$ cat config.mk
export PLATFORM = sky130hd
export DESIGN_NAME = load_result
export DESIGN_NICKNAME = d
export VERILOG_FILES = /design/src/source/dcache_pkg.sv /design/src/source/load_result.sv
export VERILOG_INCLUDE_DIRS = /design/src /design/src/source
export SDC_FILE = /design/constraint.sdc
export NUM_CORES = 1
export LEC_CHECK = 0
export ABC_AREA = 1
export BUFFER_PORTS_ARGS = -buffer_cell sky130_fd_sc_hd__buf_2
export CORE_ASPECT_RATIO = 0.6
export CORE_MARGIN = 3
export CORE_UTILIZATION = 47
export CTS_CLUSTER_SIZE = 10
export DETAILED_ROUTE_END_ITERATION = 16
export PLACE_DENSITY = 0.85
export SLEW_MARGIN = 5
export SYNTH_ARGS = -nofsm -noshare
export SYNTH_HDL_FRONTEND = slang
export SYNTH_SLANG_ARGS = --single-unit
$ cat constraint.sdc
create_clock -name clock -period 2.3 [get_ports clock]
set_input_delay 0.46 -clock clock [delete_from_list [all_inputs] [get_ports clock]]
set_output_delay 0.46 -clock clock [all_outputs]
set_load 0.02 [all_outputs]
$ cat src/source/dcache_cfg.svh
`ifndef DCACHE_CFG_SVH
`define DCACHE_CFG_SVH

// Address split is tag | set | offset
`define DC_ADDR_BITS     16
`define DC_DATA_BITS     32
`define DC_OFFSET_BITS   3
`define DC_SET_BITS      3
`define DC_SETS          8
`define DC_WAY_BITS      2
`define DC_WAYS          4
`define DC_TAG_BITS      10

// Miss queue and load identification
`define DC_MQ_DEPTH      8
`define DC_MQ_BITS       3
`define DC_ID_BITS       6

// Tag 0 is never handed out by memory
`define DC_MEM_TAG_BITS  4

`endif

$ cat src/source/dcache_pkg.sv
`include "dcache_cfg.svh"

package dcache_pkg;

    typedef enum logic [1:0] {
        MEM_BYTE,
        MEM_HALF,
        MEM_WORD,
        MEM_DOUBLE
    } mem_size_t;

    typedef enum logic [1:0] {
        BUS_NONE,
        BUS_LOAD,
        BUS_STORE
    } bus_command_t;

    // One 8-byte block, indexed by byte, half or word
    typedef union packed {
        logic [7:0][7:0]  bytes;
        logic [3:0][15:0] halves;
        logic [1:0][31:0] words;
    } cache_line_t;

    typedef struct packed {
        logic [`DC_ADDR_BITS-1:0] address;
        mem_size_t                mem_size;
        logic                     load_signed;
        logic [`DC_ID_BITS-1:0]   id;
    } load_req_t;

    typedef struct packed {
        logic [`DC_ADDR_BITS-1:0] address;
        mem_size_t                mem_size;
        logic [`DC_DATA_BITS-1:0] data;
    } store_req_t;

    typedef struct packed {
        logic [`DC_ID_BITS-1:0]   id;
        logic [`DC_DATA_BITS-1:0] value;
    } load_result_t;

    typedef struct packed {
        bus_command_t             command;
        logic [`DC_ADDR_BITS-1:0] address;
        mem_size_t                size;
        logic [63:0]              data;
    } mem_req_t;

    typedef struct packed {
        logic [`DC_SET_BITS-1:0] set;
        logic [`DC_TAG_BITS-1:0] tag;
        cache_line_t             line;
    } fill_req_t;

    // Oldest miss, as seen by the result path
    typedef struct packed {
        cache_line_t              line;
        logic [`DC_ADDR_BITS-1:0] address;
        mem_size_t                mem_size;
        logic                     load_signed;
        logic [`DC_ID_BITS-1:0]   id;
    } mq_head_t;

endpackage

$ cat src/source/load_result.sv
`include "dcache_cfg.svh"

module load_result import dcache_pkg::*; (
    input  logic         clock,
    input  logic         reset,
    input  logic         load_hit,
    input  load_req_t    load_req,
    input  cache_line_t  hit_line,
    input  logic         head_done,
    input  mq_head_t     head,
    output logic         head_retire,
    output logic         result_valid,
    output load_result_t result
);

    cache_line_t              line;
    logic [`DC_ADDR_BITS-1:0] address;
    mem_size_t                mem_size;
    logic                     load_signed;
    logic [`DC_ID_BITS-1:0]   id;
    logic [7:0]               pick_byte;
    logic [15:0]              pick_half;
    logic [`DC_DATA_BITS-1:0] value;

    // Head only goes when no hit claims the result register
    assign head_retire = head_done && !load_hit;

    always_comb begin
        if (load_hit) begin
            line        = hit_line;
            address     = load_req.address;
            mem_size    = load_req.mem_size;
            load_signed = load_req.load_signed;
            id          = load_req.id;
        end else begin
            line        = head.line;
            address     = head.address;
            mem_size    = head.mem_size;
            load_signed = head.load_signed;
            id          = head.id;
        end
    end

    assign pick_byte = line.bytes[address[2:0]];
    assign pick_half = line.halves[address[2:1]];

    // Sign or zero extend to the full value
    always_comb begin
        case (mem_size)
            MEM_BYTE: value = {{24{load_signed && pick_byte[7]}}, pick_byte};
            MEM_HALF: value = {{16{load_signed && pick_half[15]}}, pick_half};
            default:  value = line.words[address[2]];
        endcase
    end

    always_ff @(posedge clock) begin
        if (reset) begin
            result_valid <= 1'b0;
        end else begin
            result_valid <= load_hit || head_done;
        end
    end

    always_ff @(posedge clock) begin
        result.id    <= id;
        result.value <= value;
    end

endmodule

==> Yosys cells after proc, flatten, opt, wreduce, memory -nomap -nowiden <==
Cells that the tools add are included.
{ "op_classes": {"muxes": 12, "n_lt_le_gt_ge": 3, "reduce_logical": 6, "eq_ne": 1} }
{ "ops": {"columns": ["cell", "count"], "rows": [
  ["$mux W32", 2],
  ["$mux W64", 1],
  ["$pmux W32 S2", 1],
  ["$bmux W16 S2", 1],
  ["$bmux W8 S3", 1],
  ["$mux W16", 1],
  ["$mux W8", 1],
  ["$mux W6", 1],
  ["$lt A3 B4 Y1 const B", 1],
  ["$logic_and A1 B1 Y1", 3],
  ["$lt A2 B3 Y1 const B", 1],
  ["$mux W3", 1],
  ["$eq A2 B1 Y1 const B", 1],
  ["$logic_not A2 Y1", 1],
  ["$lt A1 B2 Y1 const B", 1],
  ["$mux W2", 1],
  ["$logic_not A1 Y1", 1],
  ["$logic_or A1 B1 Y1", 1],
  ["$mux W1", 1]
]} }
{ "totals": {"word_cells": 25, "output_inout_bits": 40, "input_bits": 182, "register_bits": 39} }

==> Logic depth before layout (Yosys ltp) <==
{ "depth": {"word_depth": 5, "ltp_mapped": 12, "depth_no_buf": 10} }

==> Worst setup path after synthesis <==
OpenSTA, ideal clock, no wires.
{ "synth_path": {"path_kind": "input -> output", "startpoint": "input load_hit", "endpoint": "output head_retire", "path_slack_ns": 0.512, "arrival_ns": 1.328, "cell_stages": 5, "path_buffers": 4, "t_required_ns": 1.840, "path_cell_list": "buf_6 buf_6 buf_4 buf_2 nor2_1"} }
{ "synth_via": {"elab_chain_cells": 2} }
{ "synth_lines": {"columns": ["item", "line", "source"], "rows": [
  ["from (decl)", "load_result.sv:6", "input logic load_hit,"],
  ["$logic_not A1 Y1", "load_result.sv:26", "assign head_retire = head_done && !load_hit;"],
  ["$logic_and A1 B1 Y1", "load_result.sv:26", null],
  ["to (decl)", "load_result.sv:11", "output logic head_retire,"]
]} }
Every way passes these cells.

==> Worst setup path after layout <==
{ "layout_path": {"startpoint": "input load_hit", "endpoint": "register result[22] in the netlist's numbering"} }
{ "layout_via": {"elab_chain_cells": 5} }
{ "layout_lines": {"columns": ["item", "line", "source"], "rows": [
  ["$mux W64 or $mux W3 (tied branches)", "load_result.sv:29", "if (load_hit) begin"],
  ["$bmux W8 S3 or $bmux W16 S2 (tied branches)", "load_result.sv:44, load_result.sv:45", null],
  ["$mux W8 (not written as such) or $mux W16 (tied branches)", "load_result.sv:44, load_result.sv:45", null],
  ["$logic_and A1 B1 Y1, on equally long branches", "load_result.sv:50, load_result.sv:51", null],
  ["$pmux W32 S2 (*)", "load_result.sv:49", "case (mem_size)"],
  ["via value[22]", "load_result.sv:23", "logic [`DC_DATA_BITS-1:0] value;"],
  ["to (decl)", "load_result.sv:13", "output load_result_t result"]
]} }
The timed path passes the listed nets; every way through them passes the cells marked *. The select of a mux whose other input is x is not followed.
A chain may end at the register's enable or synchronous reset.

==> run_results.csv <==
group,metric,value,unit
status,status,"finished, final reports clean",
floorplanning,dieArea,0.008463,mm^2
critical_path,crit_path_frequent_cell,"nand3_1",
final_layout,fillers,613,
synthesis,syn-num-nets,755,
placed_design,gp_congestion,0.9110,
synthesis,syn_area,0.003461,mm^2
synthesis,synth.ff_latch_count,39,
timing,rsz0062_at_grt,"false",
timing,holdWs,318.8,ps
clock_network,clock_tree.root_cell,"clkbuf_16",
timing,max_clock_freq,485.5,MHz
power,swShare,35.64,%
clock_network,postCtsSetupBuffers,0,
run,maxCapViolCount,0,
synthesis,synth.distinct_cells,34,
floorplanning,std_cell_rows,23,
placed_design,dp.cells,831,
power,switchingPower,0.0009242,W
critical_path,crit_path_start_kind,"input port",
critical_path,critPathKind,"in2reg",
timing,period_share,89.56,%
critical_path,crit_path_end_kind,"flop",
critical_path,critPathMaxFanout,32,
clock_network,clock-sinks,39,
global_route,grt_use_total,25.67,%
timing,period_needed,2060,ps
critical_path,worstPathArrival,2270,ps
global_route,first_global_vias,3788,
route,drt_first_pass_iters,5,
floorplanning,ios,222,
timing,setup_viol,0,
worst_hold_path,hp-class,"in2reg",
power,p_int,0.001669,W
synthesis,ys.warnings.count,0,
floorplanning,core-area,0.006907,mm^2
synthesis,synth.avg_cell_area,6.040,um^2
critical_path,critical_path.max_stage_delay,340,ps
route,vias,4259,
final_layout,num_antenna_cells,0,
global_route,grt_max_degree,53,
timing,max_slew_margin,47.87,%
final_layout,drive_above_1_share,33.78,%
global_route,grt_overflow,0,
worst_hold_path,min_from,"reset",
power,p_leak,2.563,nW
route,post-route-drc-count,0,
power,clockPowerShare,30.5,%
timing,hold_viol_final,0,
critical_path,cp.required,2510,ps
route,via_per_inst,5.076,
route,drt_first_iter_violations,343,
final_layout,fin_nets,933,
route,wl,11280,um
clock_network,h-tree-depth,2,
worst_hold_path,hold_end,"result_valid$_SDFF_PP0_",
final_layout,syn2layout_area_growth,30.80,%
floorplanning,die_y,72.47,um
global_route,grt_pass1_wl,17350,um
final_layout,instances_no_fill,839,
final_layout,final_util,65.54,%
clock_network,holdBufCountCts,0,
power,peakVddDrop,0.4286,mV
power,power_frac_seq,31.0,%
clock_network,cts_buffers,5,
clock_network,cts_buffer_depth,2,
floorplanning,die_w,116.8,um
clock_network,cts_tree,"yes",
critical_path,critPathSlowestCell,"nand4_4",
synthesis,postSynthCellCount,573,
timing,tightest_slew,778.9,ps
floorplanning,start_util,50.11,%
clock_network,path_clk_slew,60,ps
clock_network,cts.repair.resized,0,
power,comb_power_share,38.5,%
worst_hold_path,min_path_cells,2,
route,ant_nets,0,
critical_path,path_cells,"buf_2 -> inv_8 -> buf_4 -> nand2_1 -> o21ai_4 -> nand3_1 -> nand3_2 -> nand4_4 -> nand3_1",
global_route,antenna_found_initial,0,
power,powerDensity,572.9,mW/mm^2
placed_design,dpl.hpwl,9031,um
timing,slew_viol_final,0,
timing,final.setup.tns,0,ps
power,finalPower,0.002593,W
route,routedWlPerCell,13.44,um
synthesis,ys_seq_area_share,22.56,%
placed_design,port_buffers,195,
-- worst max-delay path, delay by kind of cell --
family,cells,cell delay [ps]
compound gates,1,300
buf+inv,3,470
simple gates,5,1030
-- cells by family after synthesis --
family          Yosys count  synth area share [%]
compound gates           90                 15.22
flops                    39                 22.56
mux                       6                 1.735
simple gates            352                 46.06
buf+inv                  86                 14.42
-- cell usage after synthesis, drive strengths merged --
cell,count,area share [%]
and2,1,0.18
or2,31,5.6
dfxtp,39,23
nand2,221,25
o21ai,68,11
nand3,69,11
nor2,29,3.9
clkbuf,1,0.14
a22oi,1,0.22
buf,38,8.9
nand4,1,0.61
inv,47,5.4
o22ai,2,0.36
mux2i,6,1.7
o21bai,1,0.22
o211ai,5,1.1
a21oi,13,2.2
-- final cells by class --
| type | instances | area, um^2 | area share [%] |
|---|---|---|---|
| Multi-Input combinational cell | 448 | 2181 | 48.18 |
| Sequential cell | 39 | 780.7 | 17.25 |
| Timing Repair Buffer | 210 | 1101 | 24.32 |
| Clock inverter | 3 | 43.79 | 0.9674 |
| Tap cell | 87 | 108.9 | 2.405 |
| Inverter | 47 | 186.4 | 4.118 |
| Clock buffer | 5 | 125.1 | 2.764 |
-- cells in the final DEF (no fill, tap or decap), drive strengths merged --
master,instances
nand2,221
buf,210
nand3,69
o21ai,68
inv,47
dfxtp,39
or2,31
nor2,29
a21oi,13
mux2i,6
o211ai,5
clkbuf,5
o22ai,2
clkinv,2
nand4,1
and2,1
a22oi,1
o21bai,1
bufinv,1
-- worst max-delay path by stage --
stage	start	to	slack (ps)	cells past startpoint
2_1_floorplan	load_hit	head_retire	510	5
3_3_place_gp	load_hit	result[22]$_DFF_P_	20	9
3_5_place_dp	load_hit	result[22]$_DFF_P_	-50	9
4_1_cts	load_hit	result[22]$_DFF_P_	240	9
5_1_grt	load_hit	result[26]$_DFF_P_	20	9
6_report	load_hit	result[22]$_DFF_P_	240	9
-- state kept, by name (all words and copies together), names as in the netlist --
register      flops
result_valid      1
result           38
-- stage by stage --
| stage | setup slack (ps) | cell area, um^2 |
|---|---|---|
| floorplan | 512.0 | 3461 |
| global placement | 23.46 | 4358 |
| detailed placement | -51.92 | 4358 |
| CTS | 235.6 | 4527 |
| global route | 21.65 | 4527 |
| finish | 240.2 | 4527 |
-- layer usage --
layer  global-route usage (%)  routed length [um]
met5                        0                   0
met4                    4.071                  90
met3                    6.000                1071
met2                    42.47                5081
met1                    34.83                5036
-- power groups by stage --
stage          combinational, W  sequential (W)  clock (W)
3_3_place_gp           0.000965        0.000820          0
3_5_place_dp           0.000986        0.000819          0
6_report               0.000998        0.000804   0.000791
2_1_floorplan          0.000522        0.000953          0
4_1_cts                0.000990        0.000805   0.000806
5_1_grt                 0.00110        0.000815   0.000830
Power figures use the tool's default switching activity.
