<file path="src/source/dcache_cfg.svh">
`ifndef DCACHE_CFG_SVH
`define DCACHE_CFG_SVH

// Address split is tag | set | offset
`define DC_ADDR_BITS     16
`define DC_DATA_BITS     32
`define DC_OFFSET_BITS   3
`define DC_SET_BITS      3
`define DC_SETS          8
`define DC_WAY_BITS      2
`define DC_WAYS          4
`define DC_TAG_BITS      10

// Miss queue and load identification
`define DC_MQ_DEPTH      8
`define DC_MQ_BITS       3
`define DC_ID_BITS       6

// Tag 0 is never handed out by memory
`define DC_MEM_TAG_BITS  4

`endif

</file>
<file path="src/source/dcache_pkg.sv">
`include "dcache_cfg.svh"

package dcache_pkg;

    typedef enum logic [1:0] {
        MEM_BYTE,
        MEM_HALF,
        MEM_WORD,
        MEM_DOUBLE
    } mem_size_t;

    typedef enum logic [1:0] {
        BUS_NONE,
        BUS_LOAD,
        BUS_STORE
    } bus_command_t;

    // One 8-byte block, indexed by byte, half or word
    typedef union packed {
        logic [7:0][7:0]  bytes;
        logic [3:0][15:0] halves;
        logic [1:0][31:0] words;
    } cache_line_t;

    typedef struct packed {
        logic [`DC_ADDR_BITS-1:0] address;
        mem_size_t                mem_size;
        logic                     load_signed;
        logic [`DC_ID_BITS-1:0]   id;
    } load_req_t;

    typedef struct packed {
        logic [`DC_ADDR_BITS-1:0] address;
        mem_size_t                mem_size;
        logic [`DC_DATA_BITS-1:0] data;
    } store_req_t;

    typedef struct packed {
        logic [`DC_ID_BITS-1:0]   id;
        logic [`DC_DATA_BITS-1:0] value;
    } load_result_t;

    typedef struct packed {
        bus_command_t             command;
        logic [`DC_ADDR_BITS-1:0] address;
        mem_size_t                size;
        logic [63:0]              data;
    } mem_req_t;

    typedef struct packed {
        logic [`DC_SET_BITS-1:0] set;
        logic [`DC_TAG_BITS-1:0] tag;
        cache_line_t             line;
    } fill_req_t;

    // Oldest miss, as seen by the result path
    typedef struct packed {
        cache_line_t              line;
        logic [`DC_ADDR_BITS-1:0] address;
        mem_size_t                mem_size;
        logic                     load_signed;
        logic [`DC_ID_BITS-1:0]   id;
    } mq_head_t;

endpackage

</file>
<file path="src/source/miss_queue.sv">
`include "dcache_cfg.svh"

module miss_queue import dcache_pkg::*; (
    input  logic                        clock,
    input  logic                        reset,
    input  logic                        load_accept,
    input  load_req_t                   load_req,
    output logic                        full,
    input  logic                        store_valid,
    input  store_req_t                  store_req,
    output mem_req_t                    mem_req,
    input  logic [`DC_MEM_TAG_BITS-1:0] mem_response,
    input  logic                        mem_data_valid,
    input  logic [`DC_MEM_TAG_BITS-1:0] mem_data_tag,
    input  cache_line_t                 mem_data,
    output logic                        head_done,
    output mq_head_t                    head,
    input  logic                        head_retire,
    output logic                        fill_valid,
    output fill_req_t                   fill
);

    localparam int TAG_LSB = `DC_OFFSET_BITS + `DC_SET_BITS;

    typedef struct packed {
        logic                        valid;
        logic                        done;
        logic                        alloc;
        logic [`DC_MEM_TAG_BITS-1:0] mem_tag;
        cache_line_t                 line;
        load_req_t                   req;
    } mq_entry_t;

    mq_entry_t              entries [`DC_MQ_DEPTH];
    logic [`DC_MQ_BITS-1:0] head_ptr;
    logic [`DC_MQ_BITS-1:0] send_ptr;
    logic [`DC_MQ_BITS-1:0] tail_ptr;

    mq_entry_t head_entry;
    mq_entry_t send_entry;
    logic      send_load;
    logic      issue;

    assign head_entry = entries[head_ptr];
    assign send_entry = entries[send_ptr];

    // Entries stay in order, so a live tail slot means no room
    assign full      = entries[tail_ptr].valid;
    // An issued entry already holds its nonzero memory tag
    assign send_load = send_entry.valid && !send_entry.done && send_entry.mem_tag == '0;

    // Stores take the bus first
    always_comb begin
        mem_req = '0;
        if (store_valid) begin
            mem_req.command = BUS_STORE;
            mem_req.address = store_req.address;
            mem_req.size    = store_req.mem_size;
            mem_req.data    = 64'(store_req.data);
        end else if (send_load) begin
            mem_req.command = BUS_LOAD;
            mem_req.address = {send_entry.req.address[`DC_ADDR_BITS-1:`DC_OFFSET_BITS],
                               {`DC_OFFSET_BITS{1'b0}}};
            mem_req.size    = MEM_DOUBLE;
        end
    end

    assign issue = mem_req.command == BUS_LOAD && mem_response != '0;

    assign head_done = head_entry.valid && head_entry.done;
    assign head = {head_entry.line, head_entry.req.address, head_entry.req.mem_size,
                   head_entry.req.load_signed, head_entry.req.id};

    assign fill_valid = head_retire && head_entry.alloc;
    assign fill = {head_entry.req.address[TAG_LSB-1:`DC_OFFSET_BITS],
                   head_entry.req.address[`DC_ADDR_BITS-1:TAG_LSB], head_entry.line};

    always_ff @(posedge clock) begin
        if (reset) begin
            head_ptr <= '0;
            send_ptr <= '0;
            tail_ptr <= '0;
            for (int i = 0; i < `DC_MQ_DEPTH; i++) begin
                entries[i].valid <= 1'b0;
                entries[i].done  <= 1'b0;
            end
        end else begin
            // Returning block, matched by memory tag
            for (int i = 0; i < `DC_MQ_DEPTH; i++) begin
                if (mem_data_valid && entries[i].valid && !entries[i].done &&
                        entries[i].mem_tag != '0 && entries[i].mem_tag == mem_data_tag) begin
                    entries[i].done <= 1'b1;
                    entries[i].line <= mem_data;
                end
            end
            if (issue) begin
                entries[send_ptr].mem_tag <= mem_response;
                send_ptr                  <= send_ptr + 1'b1;
            end
            if (head_retire) begin
                // Done siblings of the same block see the retiring copy
                for (int i = 0; i < `DC_MQ_DEPTH; i++) begin
                    if (`DC_MQ_BITS'(i) != head_ptr && entries[i].valid && entries[i].done &&
                            entries[i].req.address[`DC_ADDR_BITS-1:`DC_OFFSET_BITS] ==
                            head_entry.req.address[`DC_ADDR_BITS-1:`DC_OFFSET_BITS]) begin
                        entries[i].line <= head_entry.line;
                    end
                end
                entries[head_ptr].valid <= 1'b0;
                entries[head_ptr].done  <= 1'b0;
                head_ptr                <= head_ptr + 1'b1;
            end
            if (load_accept) begin
                // Only the youngest miss to a block allocates
                for (int i = 0; i < `DC_MQ_DEPTH; i++) begin
                    if (entries[i].valid &&
                            entries[i].req.address[`DC_ADDR_BITS-1:`DC_OFFSET_BITS] ==
                            load_req.address[`DC_ADDR_BITS-1:`DC_OFFSET_BITS]) begin
                        entries[i].alloc <= 1'b0;
                    end
                end
                entries[tail_ptr].valid   <= 1'b1;
                entries[tail_ptr].done    <= 1'b0;
                // Block being filled right now is already covered
                entries[tail_ptr].alloc   <= !(fill_valid &&
                    head_entry.req.address[`DC_ADDR_BITS-1:`DC_OFFSET_BITS] ==
                    load_req.address[`DC_ADDR_BITS-1:`DC_OFFSET_BITS]);
                entries[tail_ptr].mem_tag <= '0;
                entries[tail_ptr].req     <= load_req;
                tail_ptr                  <= tail_ptr + 1'b1;
            end
        end
    end

endmodule

</file>
<file path="config.mk">
export PLATFORM = sky130hd
export DESIGN_NAME = miss_queue
export DESIGN_NICKNAME = d
export VERILOG_FILES = /design/src/source/dcache_pkg.sv /design/src/source/miss_queue.sv
export VERILOG_INCLUDE_DIRS = /design/src /design/src/source
export SDC_FILE = /design/constraint.sdc
export NUM_CORES = 1
export LEC_CHECK = 0
export BUFFER_PORTS_ARGS = -buffer_cell sky130_fd_sc_hd__clkbuf_2
export CAP_MARGIN = 20
export CORE_MARGIN = 2
export CORE_UTILIZATION = 40
export CTS_BUF_LIST = sky130_fd_sc_hd__clkbuf_8 sky130_fd_sc_hd__clkbuf_16
export DETAILED_ROUTE_END_ITERATION = 12
export HOLD_SLACK_MARGIN = 0.02
export PLACE_DENSITY_LB_ADDON = 0.08
export RECOVER_POWER = 50
export SLEW_MARGIN = 40
export SYNTH_ARGS = -nofsm -noshare
export SYNTH_HDL_FRONTEND = slang
export SYNTH_SLANG_ARGS = --single-unit
</file>
<file path="constraint.sdc">
create_clock -name clock -period 8.2 [get_ports clock]
set_input_delay 0.82 -clock clock [delete_from_list [all_inputs] [get_ports clock]]
set_output_delay 0.82 -clock clock [all_outputs]
set_load 0.01 [all_outputs]
</file>
# == After elaboration in Yosys (flattened, before gate mapping) ==
# Memory sizes are Yosys's and may differ from the RTL's. A register that Yosys moved wholly into a read port is not among the register bits.
# Index checks and enable logic that the tools add are counted.
# word_totals
regBits,9
mem_bits_rw,768
inputBits,153
elab_cells,271
memories,1
# classes
addsub,3
eq_ne,33
n_mux,124
bitwise_logic,16
reduce_logical,91
# mem_list
memory,words,width,read_ports,rd_ports_with_merged_regs,wr,line,text
entries,8,96,11,3,11,miss_queue.sv:34,mq_entry_t entries [`DC_MQ_DEPTH];
# op_table
cell,count
$mux W64,8
$eq A13 B13 Y1,17
$mux W1,107
$logic_and A1 B1 Y1,70
$reduce_bool A4 Y1,9
$eq A4 B4 Y1,8
$mux W32,1
$mux W20,1
$mux W19,1
$mux W3,6
$or A1 B1 Y1,16
$ne A3 B3 Y1 const A,4
$logic_not A1 Y1,10
$add A3 B1 Y3 const B,3
$ne A2 B3 Y1 const A,2
$logic_not A4 Y1,1
$ne A1 B3 Y1 const A,1
$reduce_bool A3 Y1,1
$eq A2 B1 Y1 const B,1

# == Longest topological paths before layout ==
# Gate-level depths: netlist of the first run.
# logic_depth
ltp_word,10
mapped_depth,12
mapped_depth_nobuf,7

# == Worst setup path after synthesis of the first run ==
# Ideal clock, no wire load.
# synth_path
path_type,register to register
start,reg (tool-made name)
end,mem entries[6][25] (netlist bit) (enable)
setup_time_ps,424
t_arrival_ps,3898
required_time_ps,7776
setup_slack_ps,3878
stages_incl_launch_ff,13
cell_sequence,dfxtp_1 -> buf_6 -> buf_6 -> buf_6 -> mux4_2 -> nand2_1 -> nand2_2 -> xor2_1 -> a2111oi_1 -> nand4_1 -> buf_4 -> buf_6 -> nand2_1
# synth_lines
element,line
"end, declared",miss_queue.sv:34

==> reports/results.ini, run 1 <==
[finish]
area_growth_pct = 13.2
nNetsFinal = 3169
stdcell_count = 4458
mostFrequentLayoutCell = edfxtp_1
final_cell_mix = 720 x edfxtp_1, 355 x mux2i_1, 313 x clkbuf_2
final_layout_size_suffix_gt1_share_pct = 30.4

[die]
die_h_um = 326
die-area_sq_um = 106000
die_w_um = 326
row_count = 117
start_util_pct = 40.5
coreArea_sq_um = 102000
boundaryPins = 406

[place]
dp_cells = 4282
dp_hpwl_um = 77100
gp_congestion = 0.900
pre_cts_slack_ps = 2780
portBuffers = 373

[cts]
cts_setup_buffers = 0
ctsHoldBuffers = 0
clk_path_buf_depth = 3
numCtsBuffers = 92
clk_pin_slew_worst_paths_ps = 60
cts_max_level = 3
cts_resized = 0
clock_sinks = 786
tritoncts = yes
clockRootBuffer = clkbuf_16
clk_latency_ps = 670

[power_and_ir_drop]
p_leak_nw = 18.4
power_density_nw_per_um2 = 203
power.total_mw = 9.49
peakVddDrop_mv = 0.164

[worst_setup_path]
slowest_delay_ps = 1280
critPathMaxFanout = 36
cp.required_ps = 8480
end_kind = flop
slowest_stage = clkbuf_1
start_kind = flop
crit_type = flop to flop
path_cells = clkbuf_1 > mux4_2 > mux2i_1 > clkbuf_1 > xnor2_1 > nor4_1 > nand4bb_2 > buf_4 > nand2_4 > buf_4
crit_arrival_ps = 6910

[timing]
max_slew_margin_pct = -109
setup_ws_ps = 1570
hold_slack_ps = 498
skew_ps = 25.4
tightest_slew_ps = 3130
fin_crit_sh_pct = 80.9
fmax_mhz = 151
rsz0062_at_grt = no
setup_viol = 0
setup_tns_ps = 0
fin_crit_ps = 6630
hold_viol_final = 0
maxSlewViolCount = 316

[yosys]
synth-seq-cells = 786
async_reset_ff_share_pct = 0
ys_seq_area_share_pct = 55.5
syn_inst = 2740
avgSynthCellArea_sq_um = 15.1
synth-edff-count = 720
post-synth-top-area-cell = edfxtp_1
ys.flop_type = edfxtp_1
synthesis.area_sq_um = 41400
ys_top_cells_by_area = edfxtp_1 52%, mux4_2 11%, mux2i_1 8.6%
ys_warn_count = 0
synth_top_area_share_pct = 52.3
ys_types = 50

[detailed_routing]
routed_wl_um = 124000
drt_iter0_drc = 1792
num_vias = 24892
ant_nets = 0
wl_per_cell_um = 27.9
viasPerCell = 5.58
dr.pass1.iters = 7
drt_drc_violations_left = 0

[outcome]
outcome = finished with violations
violations = max-capacitance violations, max-slew violations

[global_routing]
grt_pass1_vias = 26296
grt_util_all_layers_pct = 23.1
overflow = 0
grt_pass1_wl_um = 181000
grt_max_degree = 68
antenna_found_initial = 10

[job]
maxCapViolCount = 11

[min_path]
hp-class = input port to flop

==> path summary, 6_finish.rpt <==
kind	startpoint	end	slack (ps)	cells past startpoint
hold / removal	load_req[2]	entries[1][2]	500	1
hold reg to reg	entries[0][91]	entries[0][91]	500	2
setup reg to reg	flop	entries[0][82]	1570	10
setup / recovery	flop	entries[0][82]	1570	10
==> cells in the mapped netlist, types with 3 or more instances <==
cell type    n
a21o_1       5
xor2_1     166
buf_4      119
buf_1       32
nand3b_1     3
mux2i_1    354
edfxtp_1   720
ha_1         8
nand2_1    150
a22oi_1      4
xnor2_1     83
nor2b_1      8
mux4_2     210
mux2_1      40
a21oi_1     12
buf_2       44
or3_1        3
clkbuf_1    70
nor4_1      51
nand4_1     30
mux2_2     180
nand2b_1    19
a2111oi_0    4
nor2_1      41
nand3_1     30
nor3_1      16
nor4b_1      9
nand2_2      7
mux2_4      49
o31ai_1     13
dfxtp_1     66
a211oi_1     4
nor4bb_1     6
buf_6       14
o21ai_0     33
and2_1      35
inv_1       85
==> layout make-up <==
type | count | area [sq um]
diodes | 6 | 15.0
clock buffers | 102 | 2470
clock inverters | 68 | 497
fillers | 9233 | 55400
inverters | 85 | 325
multi-input cells | 1621 | 16600
flip-flops and latches | 786 | 23000
well taps | 1368 | 1710
repair buffers | 422 | 2210
==> state kept, by name, summed over array words and instances, names as in the netlist, named ones only <==
register / cells
send_ptr: 3
tail_ptr: 3
head_ptr: 3
entries: 768
==> where the power goes <==
group	switching, mW	internal, mW
clock	1.69	2.35
sequential	0.0412	4.38
combinational	0.618	0.416
total	2.35	7.14
==> kinds of logic (layout without fill, tap and decap cells) <==
family                   after synthesis  count (layout)  share of synthesized area, %
XOR/XNOR                             249             249                          5.27
AO/OA/AOI/OAI                         83              83                          1.26
flip-flops                           786             786                          55.5
AND/OR/NAND/NOR                      415             415                          5.15
multiplexers                         834             834                          27.8
other                                  1              38                       0.00907
adder cells (fa/ha/maj)                8               8                         0.242
buffers and inverters                364             677                          4.77
==> critical path: cells and delay by family, from the launching register on <==
| kind | cells | cell delay, ps |
|---|---|---|
| buffers and inverters | 4 | 2870 |
| DFF | 1 | 870 |
| and+or+nand+nor | 3 | 1510 |
| muxes | 2 | 780 |
| xor gates and xnor gates | 1 | 140 |
==> stage by stage <==
stage          cell area (sq um)  util (%)
4_1_cts                    47000      46.0
6_report                   46800      45.8
3_5_place_dp               44000      43.1
3_3_place_gp               43800      42.9
2_1_floorplan              41500         -
5_1_grt                    46800      45.8
==> layer usage <==
metal  track usage, %  part of all wire (%)  vias to the layer above
li1                 -                     -                    10925
met1             29.7                    42                    13076
met5                0                 0.030                        -
met3             3.44                   4.4                      175
met4             6.50                   2.4                        6
met2             40.6                    51                      710
Note: power is estimated with default switching activity, not from simulation.
==> run 2: changes to the inputs <==
==> constraint.sdc (replaced) <==
create_clock -name clock -period 6.2 [get_ports clock]
set_input_delay 0.62 -clock clock [delete_from_list [all_inputs] [get_ports clock]]
set_output_delay 0.62 -clock clock [all_outputs]
set_load 0.01 [all_outputs]
==> run 2 against run 1 <==
The flow still finishes with violations (max-capacitance violations, max-slew violations). Final area shrank 0.21%. Die area is the same. Highest routed layer unchanged. Routed wire length shrank 1.6%. Setup slack lost 580 ps.
==> reports/results.ini, run 2 (synthesized netlist as in run 1, its figures left out) <==
[detailed_routing]
dr.pass1.iters = 7  ; unchanged
routed_wl_um = 122000  ; was 124,000 um
drt_iter0_drc = 1697  ; was 1,792
viasPerCell = 5.55  ; was 5.58
drt_drc_violations_left = 0  ; unchanged
ant_nets = 0  ; unchanged
wl_per_cell_um = 27.5  ; was 27.9 um
num_vias = 24715  ; was 24,892

[min_path]
min_from = mem_data[10]  ; was load_req[2]
hp-class = input port to flop  ; unchanged
worstHoldPathCells = 2  ; was 1
whs_endpoint = entries[6][35]  ; was entries[1][2]

[timing]
fmax_mhz = 192  ; was 151 MHz
tightest_slew_ps = 2460  ; was 3130 ps
hold_viol_final = 0  ; unchanged
hold_slack_ps = 314  ; was 498 ps
setup_tns_ps = 0  ; unchanged
maxSlewViolCount = 453  ; was 316
max_slew_margin_pct = -64.0  ; was -109%
fin_crit_sh_pct = 84.0  ; was 80.9%
fin_crit_ps = 5210  ; was 6630 ps
rsz0062_at_grt = no  ; unchanged
setup_viol = 0  ; unchanged
skew_ps = 20.6  ; was 25.4 ps
setup_ws_ps = 990  ; was 1570 ps

[die]
row_count = 117  ; unchanged
die_h_um = 326  ; unchanged
coreArea_sq_um = 102000  ; unchanged
boundaryPins = 406  ; unchanged
die_w_um = 326  ; unchanged
die-area_sq_um = 106000  ; unchanged
start_util_pct = 40.5  ; unchanged

[cts]
numCtsBuffers = 92  ; unchanged
clk_pin_slew_worst_paths_ps = 60  ; about the same
clk_path_buf_depth = 3  ; unchanged
clk_latency_ps = 660  ; was 670 ps
clockRootBuffer = clkbuf_16  ; unchanged
cts_resized = 0  ; unchanged
tritoncts = yes  ; unchanged
clock_sinks = 786  ; unchanged
cts_max_level = 3  ; unchanged
cts_setup_buffers = 0  ; unchanged
ctsHoldBuffers = 0  ; unchanged

[outcome]
outcome = finished with violations  ; unchanged
violations = max-capacitance violations, max-slew violations  ; unchanged

[finish]
regMostFlops = entries  ; unchanged
mostFrequentLayoutCell = edfxtp_1  ; unchanged
final_layout_size_suffix_gt1_share_pct = 29.3  ; was 30.4%
design_area_sq_um = 46700  ; was 46,800 sq um
area_growth_pct = 13.0  ; was 13.2%
largest_register_ffs = 768  ; unchanged
nNetsFinal = 3166  ; was 3,169
final_cell_mix = 720 x edfxtp_1, 355 x mux2i_1, 305 x clkbuf_2  ; was 720 x edfxtp_1, 355 x mux2i_1, 313 x clkbuf_2
final_core_utilization_pct = 45.7  ; was 45.8%

[worst_setup_path]
end_kind = flop  ; unchanged
reg2reg_slack_ps = 990  ; was 1570 ps
crit_arrival_ps = 5540  ; was 6910 ps
r2r-end = entries[4][57]  ; was entries[0][82]
cp.required_ps = 6530  ; was 8480 ps
crit_type = flop to flop  ; unchanged
critPathMaxFanout = 64  ; was 36
start_kind = flop  ; unchanged
ff2ff_path_depth = 8  ; was 10

[global_routing]
grt_util_all_layers_pct = 22.7  ; was 23.1%
antenna_found_initial = 9  ; was 10
grt_pass1_wl_um = 179000  ; was 181,000 um
grt_max_degree = 71  ; was 68
grt_pass1_vias = 26504  ; was 26,296
overflow = 0  ; unchanged

[place]
place_area_sq_um = 44100  ; was 44,000 sq um
dp_hpwl_um = 74300  ; was 77,100 um
pre_cts_slack_ps = 1750  ; was 2780 ps
portBuffers = 373  ; unchanged
gp_congestion = 0.903  ; was 0.900

[job]
maxCapViolCount = 14  ; was 11

[power_and_ir_drop]
power_density_nw_per_um2 = 267  ; was 203 nW/um^2
peakVddDrop_mv = 0.195  ; was 0.164 mV
p_leak_nw = 18.3  ; was 18.4 nW

run 2: cell count changes in the layout (fill, tap and decap cells not counted), sizes merged:
cell      change
buf           -7
inv           +5
clkinv        -4
bufinv        +1
clkinvlp      -1
run 2: area by class of cell:
class                           count  area (sq um)
Fill cell                        9284         55500
Sequential cell                   786         23000
Multi-Input combinational cell   1621         16500
Clock buffer                       98          2420
Timing Repair Buffer              419          2250
Tap cell                         1368          1710
Clock inverter                     69           512
Inverter                           85           325
Antenna cell                        6          15.0
run 2: worst max-delay path by stage:
stage               slack, ps        endpoint  cells after the start  start
floorplan                1880  entries[6][25]                     12   flop
global placement         1480        head[66]                      6   flop
detailed placement       1750  entries[7][63]                      9   flop
CTS                      1180        fill[62]                      6   flop
global route              680  entries[3][51]                      7   flop
finish                    990  entries[4][57]                      8   flop
run 2: worst max-delay path, cell delays in order, from the launching register on:
cell	delay, ps
dfxtp_4	720
mux4_2	570
mux2i_1	950
xnor2_1	200
nor4_1	100
nand4_1	160
clkbuf_1	1680
nand2_4	30
buf_12	360
run 2: per-stage QoR:
step | instances | power [mW]
after floorplan | 2771 | 6.91
after global placement | 4278 | 7.32
after detailed placement | 4279 | 7.34
after CTS | 4446 | 12.7
after global routing | 4451 | 12.9
final | 4452 | 12.5
run 2: per-layer routing:
layer	global-route usage (%)	wire, um
met4	6.13	2980
met5	0	40
met2	39.8	62400
met3	3.54	5780
met1	29.3	51000
run 2: report_power, final:
part           switching [mW]  internal (mW)
clock network            2.19           3.09
registers              0.0621           5.79
logic                   0.801          0.541
total                    3.05           9.42
